File: src/rtl/u2_io_macros.svh
`ifndef U2_IO_MACROS_SVH
`define U2_IO_MACROS_SVH

// Converter sample width, without the overflow flag
`define U2_ADC_WIDTH 14

// DAC sample width per channel
`define U2_DAC_WIDTH 16

// Capture register depth between ADC pins and logical channels.
// This is also the ADC path latency in dsp_clk cycles.
`define U2_ADC_STAGES 2

// Kick counter width, the top bit drives the supervisor input
`define U2_WD_WIDTH 16

// Number of active-low SPI chip-selects
`define U2_SPI_TARGETS 8

`endif

File: src/rtl/board_io_pkg.sv
`default_nettype none

`include "u2_io_macros.svh"

package board_io_pkg;

   // One converter channel as it arrives at the pins
   typedef struct packed
   {
      logic                     ovf;    // Converter overflow flag
      logic [`U2_ADC_WIDTH-1:0] data;
   } adc_sample_t;

   // Both channels after the swap, logical naming
   typedef struct packed
   {
      adc_sample_t a;
      adc_sample_t b;
   } adc_pair_t;

   // Enables as the core drives them, active high
   typedef struct packed
   {
      logic on_a;
      logic oe_a;
      logic on_b;
      logic oe_b;
   } adc_ctrl_t;

   // Same enables at the converter pins, active low
   typedef struct packed
   {
      logic pdn_a;    // Power-down
      logic oen_a;    // Output enable
      logic pdn_b;
      logic oen_b;
   } adc_pins_t;

   // Outgoing DAC samples, logical naming
   typedef struct packed
   {
      logic [`U2_DAC_WIDTH-1:0] a;
      logic [`U2_DAC_WIDTH-1:0] b;
   } dac_pair_t;

endpackage : board_io_pkg

`default_nettype wire

File: src/rtl/spi_bus_pkg.sv
`default_nettype none

package spi_bus_pkg;

   // Chip-selects from the SPI master, all active low
   typedef struct packed
   {
      logic sen_clk;       // Clock generator
      logic sen_dac;       // Main DAC
      logic sen_tx_db;
      logic sen_tx_adc;
      logic sen_tx_dac;
      logic sen_rx_db;
      logic sen_rx_adc;
      logic sen_rx_dac;
   } spi_sel_t;

   // Return lines from the targets that have one.
   // The daughterboard DACs are write only.
   typedef struct packed
   {
      logic sdo;           // Shared by clock generator and main DAC
      logic sdo_tx_db;
      logic sdo_tx_adc;
      logic sdo_rx_db;
      logic sdo_rx_adc;
   } spi_sdo_t;

   // Clock and data toward one target group
   typedef struct packed
   {
      logic sclk;
      logic sdi;
   } spi_pair_t;

   // Routed clock/data pins, one pair per group
   typedef struct packed
   {
      spi_pair_t main;     // Clock generator and main DAC together
      spi_pair_t tx_db;
      spi_pair_t tx_adc;
      spi_pair_t tx_dac;
      spi_pair_t rx_db;
      spi_pair_t rx_adc;
      spi_pair_t rx_dac;
   } spi_pins_t;

endpackage : spi_bus_pkg

`default_nettype wire

File: src/rtl/adc_capture.sv
`timescale 1ns/10ps
`default_nettype none

`include "u2_io_macros.svh"

module adc_capture
   import board_io_pkg::*;
(
   input  wire         dsp_clk,
   input  wire         reset_i,
   input  adc_sample_t adc_raw_a_i,   // Physical A pins
   input  adc_sample_t adc_raw_b_i,   // Physical B pins
   input  adc_ctrl_t   adc_ctrl_i,
   output adc_pair_t   adc_o,
   output adc_pins_t   adc_pins_o
);

   adc_pair_t swapped;
   adc_pair_t stage_q [`U2_ADC_STAGES];

   // Converters A and B are crossed on the board, so physical B
   // is logical a and the reverse. Overflow flags go along.
   assign swapped.a = adc_raw_b_i;
   assign swapped.b = adc_raw_a_i;

   // Capture pipeline, first stage right at the pins
   always_ff @(posedge dsp_clk)
   begin
      if (reset_i)
      begin
         for (int i = 0; i < `U2_ADC_STAGES; i++)
         begin
            stage_q[i] <= '0;
         end
      end
      else
      begin
         stage_q[0] <= swapped;
         for (int i = 1; i < `U2_ADC_STAGES; i++)
         begin
            stage_q[i] <= stage_q[i-1];   // Retime for converter skew
         end
      end
   end

   assign adc_o = stage_q[`U2_ADC_STAGES-1];

   // Enable pins on the converters are active low
   assign adc_pins_o.pdn_a = ~adc_ctrl_i.on_a;
   assign adc_pins_o.oen_a = ~adc_ctrl_i.oe_a;
   assign adc_pins_o.pdn_b = ~adc_ctrl_i.on_b;
   assign adc_pins_o.oen_b = ~adc_ctrl_i.oe_b;

endmodule : adc_capture

`default_nettype wire

File: src/rtl/dac_drive.sv
`timescale 1ns/10ps
`default_nettype none

`include "u2_io_macros.svh"

module dac_drive
   import board_io_pkg::*;
(
   input  wire                            dsp_clk,
   input  wire                            reset_i,
   input  dac_pair_t                      dac_i,
   output logic [`U2_DAC_WIDTH-1:0]       dac_a_o,   // Physical A pins
   output logic [`U2_DAC_WIDTH-1:0]       dac_b_o    // Physical B pins
);

   // The board crosses the two DAC channels and inverts the
   // A side in the layout. Undo both here so the analog
   // outputs match the logical channel naming.
   always_ff @(posedge dsp_clk)
   begin
      if (reset_i)
      begin
         dac_a_o <= '0;
         dac_b_o <= '0;
      end
      else
      begin
         dac_a_o <= ~dac_i.b;   // Swapped and inverted
         dac_b_o <= dac_i.a;    // Swapped only
      end
   end

endmodule : dac_drive

`default_nettype wire

File: src/rtl/spi_fanout.sv
`timescale 1ns/10ps
`default_nettype none

module spi_fanout
   import spi_bus_pkg::*;
(
   input  wire       sclk_i,
   input  wire       mosi_i,
   input  spi_sel_t  sel_i,      // Active low
   input  spi_sdo_t  sdo_i,
   output spi_pins_t pins_o,
   output logic      miso_o
);

   spi_pair_t live;      // What a selected group sees
   logic      main_en;

   assign live.sclk = sclk_i;
   assign live.sdi  = mosi_i;

   // Clock generator and main DAC share one clock/data pair
   assign main_en = ~sel_i.sen_clk | ~sel_i.sen_dac;

   // Idle groups get a quiet bus, no stray clock edges
   always_comb
   begin
      pins_o = '0;
      if (main_en)
      begin
         pins_o.main = live;
      end
      if (!sel_i.sen_tx_db)
      begin
         pins_o.tx_db = live;
      end
      if (!sel_i.sen_tx_adc)
      begin
         pins_o.tx_adc = live;
      end
      if (!sel_i.sen_tx_dac)
      begin
         pins_o.tx_dac = live;
      end
      if (!sel_i.sen_rx_db)
      begin
         pins_o.rx_db = live;
      end
      if (!sel_i.sen_rx_adc)
      begin
         pins_o.rx_adc = live;
      end
      if (!sel_i.sen_rx_dac)
      begin
         pins_o.rx_dac = live;
      end
   end

   // Only selected targets may drive the return path.
   // Shared sdo is taken once per select that owns it.
   assign miso_o = (~sel_i.sen_clk    & sdo_i.sdo)        |
                   (~sel_i.sen_dac    & sdo_i.sdo)        |
                   (~sel_i.sen_tx_db  & sdo_i.sdo_tx_db)  |
                   (~sel_i.sen_tx_adc & sdo_i.sdo_tx_adc) |
                   (~sel_i.sen_rx_db  & sdo_i.sdo_rx_db)  |
                   (~sel_i.sen_rx_adc & sdo_i.sdo_rx_adc);

endmodule : spi_fanout

`default_nettype wire

File: src/rtl/watchdog_kick.sv
`timescale 1ns/10ps
`default_nettype none

`include "u2_io_macros.svh"

module watchdog_kick #(
   parameter int KICK_BITS = `U2_WD_WIDTH   // 2 or more
)
(
   input  wire  dsp_clk,
   input  wire  reset_i,
   input  wire  config_success_i,
   output logic wdi_o
);

   logic [KICK_BITS-1:0] kick_cnt;

   // External supervisor resets the board unless WDI keeps moving.
   // Hold it still until configuration is known good, so a bad
   // image gets reloaded.
   always_ff @(posedge dsp_clk)
   begin
      if (reset_i || !config_success_i)
      begin
         kick_cnt <= '0;
      end
      else
      begin
         kick_cnt <= kick_cnt + 1'b1;   // Free running, wraps
      end
   end

   // Top bit gives a square wave of 2**(KICK_BITS-1) half period
   assign wdi_o = kick_cnt[KICK_BITS-1];

endmodule : watchdog_kick

`default_nettype wire

File: src/rtl/u2_board_io.sv
`timescale 1ns/10ps
`default_nettype none

`include "u2_io_macros.svh"

module u2_board_io
   import board_io_pkg::*;
   import spi_bus_pkg::*;
(
   input  wire                       dsp_clk,
   input  wire                       reset_i,

   // ADC
   input  adc_sample_t               adc_raw_a_i,
   input  adc_sample_t               adc_raw_b_i,
   input  adc_ctrl_t                 adc_ctrl_i,
   output adc_pair_t                 adc_o,
   output adc_pins_t                 adc_pins_o,

   // DAC
   input  dac_pair_t                 dac_i,
   output logic [`U2_DAC_WIDTH-1:0]  dac_a_o,
   output logic [`U2_DAC_WIDTH-1:0]  dac_b_o,

   // SPI master side and target side
   input  wire                       sclk_i,
   input  wire                       mosi_i,
   input  spi_sel_t                  sel_i,
   input  spi_sdo_t                  sdo_i,
   output spi_pins_t                 pins_o,
   output logic                      miso_o,

   // Supervisor
   input  wire                       config_success_i,
   output logic                      wdi_o
);

   // Converter capture, two cycles from pins to adc_o
   adc_capture adc_capture_i (
      .dsp_clk     (dsp_clk),
      .reset_i     (reset_i),
      .adc_raw_a_i (adc_raw_a_i),
      .adc_raw_b_i (adc_raw_b_i),
      .adc_ctrl_i  (adc_ctrl_i),
      .adc_o       (adc_o),
      .adc_pins_o  (adc_pins_o)
   );

   dac_drive dac_drive_i (
      .dsp_clk (dsp_clk),
      .reset_i (reset_i),
      .dac_i   (dac_i),
      .dac_a_o (dac_a_o),
      .dac_b_o (dac_b_o)
   );

   // No clock here, pure routing
   spi_fanout spi_fanout_i (
      .sclk_i (sclk_i),
      .mosi_i (mosi_i),
      .sel_i  (sel_i),
      .sdo_i  (sdo_i),
      .pins_o (pins_o),
      .miso_o (miso_o)
   );

   watchdog_kick #(
      .KICK_BITS (`U2_WD_WIDTH)
   ) watchdog_kick_i (
      .dsp_clk          (dsp_clk),
      .reset_i          (reset_i),
      .config_success_i (config_success_i),
      .wdi_o            (wdi_o)
   );

endmodule : u2_board_io

`default_nettype wire

File: config.mk
export PLATFORM = sky130hd
export DESIGN_NAME = u2_board_io
export DESIGN_NICKNAME = d
export VERILOG_FILES = /design/src/rtl/board_io_pkg.sv /design/src/rtl/spi_bus_pkg.sv /design/src/rtl/adc_capture.sv /design/src/rtl/dac_drive.sv /design/src/rtl/spi_fanout.sv /design/src/rtl/watchdog_kick.sv /design/src/rtl/u2_board_io.sv
export VERILOG_INCLUDE_DIRS = /design/src /design/src/rtl
export SDC_FILE = /design/constraint.sdc
export NUM_CORES = 1
export LEC_CHECK = 0
export BUFFER_PORTS_ARGS = -buffer_cell sky130_fd_sc_hd__buf_4
export CAP_MARGIN = 10
export CORE_AREA = 2 2 92 94
export CTS_CLUSTER_SIZE = 28
export DETAILED_ROUTE_END_ITERATION = 8
export DIE_AREA = 0 0 94 96
export HOLD_SLACK_MARGIN = 0.15
export PLACE_DENSITY_LB_ADDON = 0.08
export SYNTH_ARGS = -nofsm -noshare
export SYNTH_HDL_FRONTEND = slang
export SYNTH_SLANG_ARGS = --single-unit
export TNS_END_PERCENT = 30
File: constraint.sdc
create_clock -name dsp_clk -period 1.9 [get_ports dsp_clk]
set_input_delay 0.19 -clock dsp_clk [delete_from_list [all_inputs] [get_ports dsp_clk]]
set_output_delay 0.19 -clock dsp_clk [all_outputs]
set_load 0.02 [all_outputs]
==> results of run 1 <==
[through the flow]
stage | utilization (%) | area (um^2) | setup slack, ps
6_report | 67.6 | 5450 | 298
3_3_place_gp | 57.3 | 4620 | 349
2_1_floorplan | - | 3510 | 433
3_5_place_dp | 57.3 | 4620 | 306
4_1_cts | 67.6 | 5450 | 301
5_1_grt | 67.6 | 5450 | 156
[power by group through the flow]
stage / logic [W] / clock network, W / registers (W)
2_1_floorplan: 0.000207 / 0 / 0.00248
3_3_place_gp: 0.000494 / 0 / 0.00243
3_5_place_dp: 0.000499 / 0 / 0.00244
4_1_cts: 0.000601 / 0.00150 / 0.00238
5_1_grt: 0.000643 / 0.00159 / 0.00239
6_report: 0.000602 / 0.00144 / 0.00238
[final cells by class]
| type | instances | area [um^2] | share of cell area, % |
|---|---|---|---|
| sequential | 108 | 2160 | 39.7 |
| clock inverter | 7 | 85.1 | 1.56 |
| multi-input combinational | 172 | 1030 | 19.0 |
| tap | 105 | 131 | 2.41 |
| clock buffer | 9 | 124 | 2.27 |
| timing repair buffer | 229 | 1870 | 34.4 |
| inverter | 10 | 37.5 | 0.689 |
[sequential cells by signal, summed over array words and instances, names as in the netlist]
name and count:
dac_drive_i.dac_b_o 16, dac_drive_i.dac_a_o 16, adc_capture_i.stage_q 60, watchdog_kick_i.kick_cnt 16
[critical path: stages, from the launching register on]
cell	delay (ps)
dfxtp_1	400
ha_1	280
nand4_2	190
or4_1	530
a21oi_1	140
[kinds of logic (layout without fill, tap and decap cells)]
kind of cell | Yosys count | after routing
mux | 4 | 4
simple gates | 147 | 147
xor+xnor | 3 | 3
compound gates | 17 | 17
fa+ha+maj | 1 | 1
flops | 108 | 108
buf+inv | 53 | 255
[cells in the mapped netlist]
| library cell | n | area share (%) |
|---|---|---|
| nand2b_1 | 4 | 0.71 |
| nor4_1 | 4 | 0.71 |
| nand4_2 | 1 | 0.36 |
| buf_1 | 2 | 0.21 |
| buf_4 | 30 | 6.4 |
| clkbuf_1 | 10 | 1.1 |
| o22ai_1 | 2 | 0.36 |
| nor2b_1 | 89 | 16 |
| inv_1 | 10 | 1.1 |
| nand3_1 | 4 | 0.57 |
| ha_1 | 1 | 0.36 |
| or3_1 | 2 | 0.36 |
| nand4_1 | 4 | 0.71 |
| nand2_1 | 11 | 1.2 |
| o31ai_1 | 5 | 1.1 |
| buf_2 | 1 | 0.14 |
| a211o_1 | 1 | 0.25 |
| a21oi_1 | 7 | 1.0 |
| or4_1 | 5 | 1.1 |
| and2_1 | 3 | 0.54 |
| nor2_1 | 20 | 2.1 |
| mux2i_1 | 4 | 1.1 |
| xnor2_1 | 1 | 0.25 |
| dfxtp_1 | 108 | 62 |
| xor2_1 | 2 | 0.50 |
| o21ai_0 | 2 | 0.29 |
[what timing repair did]
item	4_1_cts	5_1_grt
endpoints found under the hold margin	62	0
hold buffers	62	0
buffers inserted	0	0
[per-layer routing]
layer	vias to the layer above	global-route usage [%]	wire length, um
met4	0	7.37	194
met2	94	28.8	3820
li1	1409	-	-
met3	16	6.50	480
met5	-	0	0
met1	1195	17.8	3090
[worst max path at each step]
stage                                 from                            to  slack, ps  depth (start not counted)
6_report       watchdog_kick_i.kick_cnt[0]  watchdog_kick_i.kick_cnt[12]        300                          4
5_1_grt        watchdog_kick_i.kick_cnt[0]  watchdog_kick_i.kick_cnt[12]        160                          4
4_1_cts        watchdog_kick_i.kick_cnt[0]  watchdog_kick_i.kick_cnt[12]        300                          4
3_3_place_gp   watchdog_kick_i.kick_cnt[0]  watchdog_kick_i.kick_cnt[12]        350                          4
2_1_floorplan  watchdog_kick_i.kick_cnt[0]  watchdog_kick_i.kick_cnt[12]        430                          4
3_5_place_dp   watchdog_kick_i.kick_cnt[0]  watchdog_kick_i.kick_cnt[12]        310                          4
==> results_dict.tcl, run 1 <==
set metrics [dict create \
    r2r_setup_slack_ps 300 \
    wirelength_um 7590 \
    synth-xor-area-share_pct 0.749 \
    initial_core_util_pct 43.6 \
    ir_drop_uv 452 \
    yosys_warnings 0 \
    synthAdderAreaFrac_pct 0.357 \
    hpwl_um 4960 \
    fin_skew_ps 12.5 \
    cts_tree "yes" \
    fillers 642 \
    hp-start "reset_i" \
    antenna_found_initial 0 \
    drt_iter0_drc 39 \
    synth_cell_type_count 26 \
    syn_area_um2 3510 \
    post-route-min-period_ps 1600 \
    p_total_w 0.00443 \
    reg2reg_to "watchdog_kick_i.kick_cnt[12]" \
    rsz0062_at_grt "no" \
    cts_sinks 108 \
    syn_avg_cell_area_um2 10.5 \
    hold_slack_ps 236 \
    final_common_cell "buf_4" \
    wire_per_inst_um 11.9 \
    switching_share_pct 24.3 \
    dieWidth_um 94 \
    track_usage_pct 16.5 \
    synth_seq_cells 108 \
    finalMaxSlewViolations 0 \
    grt_first_pass_wirelength_um 11600 \
    clockBufferDepth 2 \
    placed_cells 562 \
    dr.pass1.iters 4 \
    insertion_delay_ps 360 \
    fin_nets 615 \
    core_um2 8050 \
    die_area_um2 9020 \
    power.switching_w 0.00107 \
    place_congestion 0.750 \
    die_y_um 96 \
    maxCapViolCount 0 \
    worst_pin_slew_ps 624 \
    fin_tns_setup_ps 0 \
    synth_compound_area_share_pct 2.96 \
    cp_max_fo 5 \
    num_vias 2714 \
    slew_headroom_pct 58.3 \
    required_ps 2200 \
    hold_viol 0 \
    antenna_cells 0 \
    fmax_ghz 0.624 \
    std_cell_rows 33 \
    p_leak_nw 2.44 \
    worstPathArrival_ps 1900 \
    start_kind "flop" \
    drive_above_1_share_pct 34.4 \
    pwr-share-clk_pct 32.6 \
    criticalPathCategory "reg -> reg" \
    p_int_w 0.00335 \
    setup_viol 0 \
    postSynthCellCount 333 \
    min_path_type "in -> reg" \
    final_cell_mix "167 x buf_4, 108 x dfxtp_1, 89 x nor2b_1" \
    muxShareOfSynthArea_pct 1.14 \
    first_global_vias 2582 \
    synth_top_family_by_area "simple AND/OR/NAND/NOR gates" \
    ant_nets 0 \
    cts_inserted_buffers 9 \
    instances_no_fill 640 \
    grt_overflow 0 \
    cp-end-kind "flop" \
    cts.htree.levels 3 \
    holdPathEnd "watchdog_kick_i.kick_cnt[11]" \
    p_comb_share_pct 13.6 \
    p_seq_share_pct 53.9 \
    hold_depth 4 \
    ios 166 \
    p_per_area_nw_per_um2 813 \
    via_per_inst 4.24 \
    r2r_cells 4 \
    portBuffers 165 \
    period_share_pct 84.3 \
    r2r_start "watchdog_kick_i.kick_cnt[0]" \
    grt_max_degree 62 \
    clk_pin_slew_worst_paths_ps 110 \
    drc 0 \
    clk_root_buffer_cell "clkbuf_8" \
    synthSimpleGateAreaFrac_pct 24.2 \
    status "finished, final reports clean" \
    ys_seq_area_share_pct 61.6 \
    syn_nets 418 \
    syn_to_final_growth_pct 55.3 \
    cts_resized 0 \
]
Power figures use the tool's default switching activity.
==> run 2, diff against run 1 <==
--- a/config.mk
+++ b/config.mk
@@ -6,12 +6,13 @@
 export SDC_FILE = /design/constraint.sdc
 export NUM_CORES = 1
 export LEC_CHECK = 0
+export ABC_AREA = 1
 export BUFFER_PORTS_ARGS = -buffer_cell sky130_fd_sc_hd__buf_4
 export CAP_MARGIN = 10
-export CORE_AREA = 2 2 92 94
+export CORE_AREA = 2 2 97 99
 export CTS_CLUSTER_SIZE = 28
 export DETAILED_ROUTE_END_ITERATION = 8
-export DIE_AREA = 0 0 94 96
+export DIE_AREA = 0 0 99 101
 export HOLD_SLACK_MARGIN = 0.15
 export PLACE_DENSITY_LB_ADDON = 0.08
 export SYNTH_ARGS = -nofsm -noshare
==> constraint.sdc (replaced) <==
create_clock -name dsp_clk -period 1.3 [get_ports dsp_clk]
set_input_delay 0.13 -clock dsp_clk [delete_from_list [all_inputs] [get_ports dsp_clk]]
set_output_delay 0.13 -clock dsp_clk [all_outputs]
set_load 0.02 [all_outputs]
==> run 2 against run 1 <==
  * First-iteration DRC count is 140% higher
  * Count of clock-buffer cells in the layout rose by 1
  * Routed wire length grew 3.6%
  * Global-route usage down 0.19 points
  * Register-to-register slack worse by 180 ps
  * Design area grew 3.5%
  * Power is 42% higher
  * Highest routed layer unchanged
==> results_dict.tcl, run 2 <==
set metrics [dict create \
    syn_avg_cell_area_um2 8.11 \
    synth_edf_count 0 \
    yosys_warnings 0 \
    period_share_pct 90.9 \
    synth_top_area_share_pct 59.0 \
    finish.utilization_pct 62.8 \
    synth_cell_type_count 22 \
    cp_max_fo 5 \
    final_cell_mix "169 x buf_4, 132 x nor2_1, 105 x inv_1, 105 x dfxtp_1, 62 x dlygate4sd3_1" \
    largest_register "adc_capture_i.stage_q" \
    dieWidth_um 99 \
    preCtsSetupSlack_ps 68.3 \
    syn_area_um2 3670 \
    fin_nets 739 \
    use_met1_pct 18.0 \
    worst_pin_slew_ps 316 \
    hold_depth 3 \
    p_per_area_nw_per_um2 1110 \
    pwr-share-clk_pct 30.0 \
    hpwl_um 5380 \
    p_leak_nw 2.92 \
    maxCapViolCount 0 \
    insertion_delay_ps 360 \
    syn_to_final_growth_pct 53.8 \
    dr.pass1.iters 4 \
    wire_per_inst_um 10.2 \
    hold_slack_ps 184 \
    syn_nets 537 \
    synth_commonest_cells "133 x nor2_1, 108 x dfxtp_1, 105 x inv_1" \
    ys_seq_area_share_pct 59.0 \
    grt_max_degree 76 \
    synth_seq_cells 108 \
    required_ps 1560 \
    r2r_start "watchdog_kick_i.kick_cnt[1]" \
    fin_tns_setup_ps 0 \
    place_congestion 0.724 \
    track_usage_pct 16.4 \
    async_reset_ff_share_pct 0 \
    yosysMostFrequentCell "nor2_1" \
    antenna_found_initial 0 \
    std_cell_rows 35 \
    ys_top_cells_by_area "dfxtp_1 59%, nor2_1 14%, inv_1 11%" \
    rsz0062_at_grt "yes" \
    r2r_setup_slack_ps 120 \
    die_area_um2 10000 \
    clockBufferDepth 2 \
    initial_core_util_pct 40.8 \
    min_path_type "in -> reg" \
    clk_root_buffer_cell "clkbuf_8" \
    core_um2 8980 \
    ant_nets 0 \
    clk_pin_slew_worst_paths_ps 100 \
    final_common_cell "buf_4" \
    fmax_ghz 0.846 \
    fin_skew_ps 13.0 \
    holdPathEnd "dac_drive_i.dac_a_o[2]" \
    postSynthCellCount 452 \
    post-route-min-period_ps 1180 \
    hp-start "reset_i" \
    slew_headroom_pct 78.9 \
    drc 0 \
    start_kind "flop" \
    die_y_um 101 \
    wirelength_um 7860 \
    largest_register_ff_count 60 \
    setup_viol 0 \
    ir_drop_uv 698 \
    p_comb_share_pct 14.5 \
    antenna_cells 0 \
    drt_iter0_drc 92 \
    cts.htree.levels 3 \
    grt.busiest_layer "met2" \
    synth_top_cell_by_area "dfxtp_1" \
    r2r_cells 8 \
    ios 166 \
    cts_tree "yes" \
    drive_above_1_share_pct 30.2 \
    grt_first_pass_wirelength_um 13300 \
    portBuffers 165 \
    num_vias 3078 \
    switching_share_pct 25.3 \
    via_per_inst 4.00 \
    finalMaxSlewViolations 0 \
    met2_usage_pct 28.1 \
    p_seq_share_pct 55.5 \
    cts_inserted_buffers 9 \
    reg2reg_to "watchdog_kick_i.kick_cnt[10]" \
    synthFlopType "dfxtp_1" \
    cts_sinks 108 \
    worstPathArrival_ps 1440 \
    grt_util_met3_pct 7.14 \
    power.switching_w 0.00159 \
    first_global_vias 3189 \
    p_int_w 0.00469 \
    hold_viol 0 \
    status "finished, final reports clean" \
    cp-end-kind "flop" \
    fillers 767 \
    criticalPathCategory "reg -> reg" \
    grt_overflow 0 \
    setup_ws_ps 118 \
]
==> run 2: layout make-up <==
class                           instances  area, um^2  area share (%)
Tap cell                              111         139            2.46
Clock inverter                          6        55.1           0.977
Timing Repair Buffer                  232        1910            33.9
Clock buffer                           10         128            2.26
Multi-Input combinational cell        197         842            14.9
Inverter                              106         398            7.06
Sequential cell                       108        2170            38.4
==> run 2: worst max-delay path by stage <==
stage                                      from                           end
floorplan           watchdog_kick_i.kick_cnt[0]  watchdog_kick_i.kick_cnt[14]
finish              watchdog_kick_i.kick_cnt[1]  watchdog_kick_i.kick_cnt[10]
global placement    watchdog_kick_i.kick_cnt[1]  watchdog_kick_i.kick_cnt[14]
global route        watchdog_kick_i.kick_cnt[0]   watchdog_kick_i.kick_cnt[9]
detailed placement  watchdog_kick_i.kick_cnt[1]  watchdog_kick_i.kick_cnt[14]
CTS                 watchdog_kick_i.kick_cnt[1]  watchdog_kick_i.kick_cnt[14]
==> run 2: through the flow <==
| stage | instances | total power (W) | cell area (um^2) |
|---|---|---|---|
| 2_1_floorplan | 452 | 0.00394 | 3670 |
| 3_3_place_gp | 691 | 0.00431 | 4810 |
| 3_5_place_dp | 691 | 0.00432 | 4810 |
| 4_1_cts | 769 | 0.00637 | 5610 |
| 5_1_grt | 770 | 0.00660 | 5640 |
| 6_report | 770 | 0.00628 | 5640 |
==> run 2: routing by layer <==
| metal | routed length [um] | up-vias |
|---|---|---|
| li1 | - | 1642 |
| met1 | 3160 | 1318 |
| met2 | 3790 | 108 |
| met3 | 799 | 10 |
| met4 | 113 | 0 |
| met5 | 0 | - |
==> run 2: power by group through the flow <==
stage / Combinational (W) / Clock [W] / Sequential, W
after floorplan: 0.000318 / 0 / 0.00362
after global placement: 0.000754 / 0 / 0.00356
after detailed placement: 0.000761 / 0 / 0.00356
after CTS: 0.000912 / 0.00197 / 0.00349
after global routing: 0.000990 / 0.00210 / 0.00350
final: 0.000910 / 0.00188 / 0.00349
==> run 2: kinds of logic (layout without fill, tap and decap cells) <==
| logic type | Yosys count | count (layout) | synth area share [%] |
|---|---|---|---|
| AO/OA/AOI/OAI | 14 | 14 | 2.12 |
| buffers and inverters | 147 | 354 | 18.5 |
| adder cells (fa/ha/maj) | 1 | 1 | 0.341 |
| XOR/XNOR | 2 | 2 | 0.478 |
| AND/OR/NAND/NOR | 180 | 180 | 19.6 |
| flip-flops | 108 | 108 | 59.0 |
==> run 2: timing repair <==
action	4_1_cts	5_1_grt
resized for setup	0	6
setup endpoints to repair	0	5
setup buffers	0	1
hold endpoints to repair	62	0
hold buffers	62	0
==> run 2: worst max-delay path, stage by stage, from the launching register on <==
cell,delay [ps]
dfxtp_2,370
ha_4,140
nand2_2,70
nor2_4,180
nand2_4,90
nor2_1,90
nand2_1,60
nand2_1,60
nor2_1,40
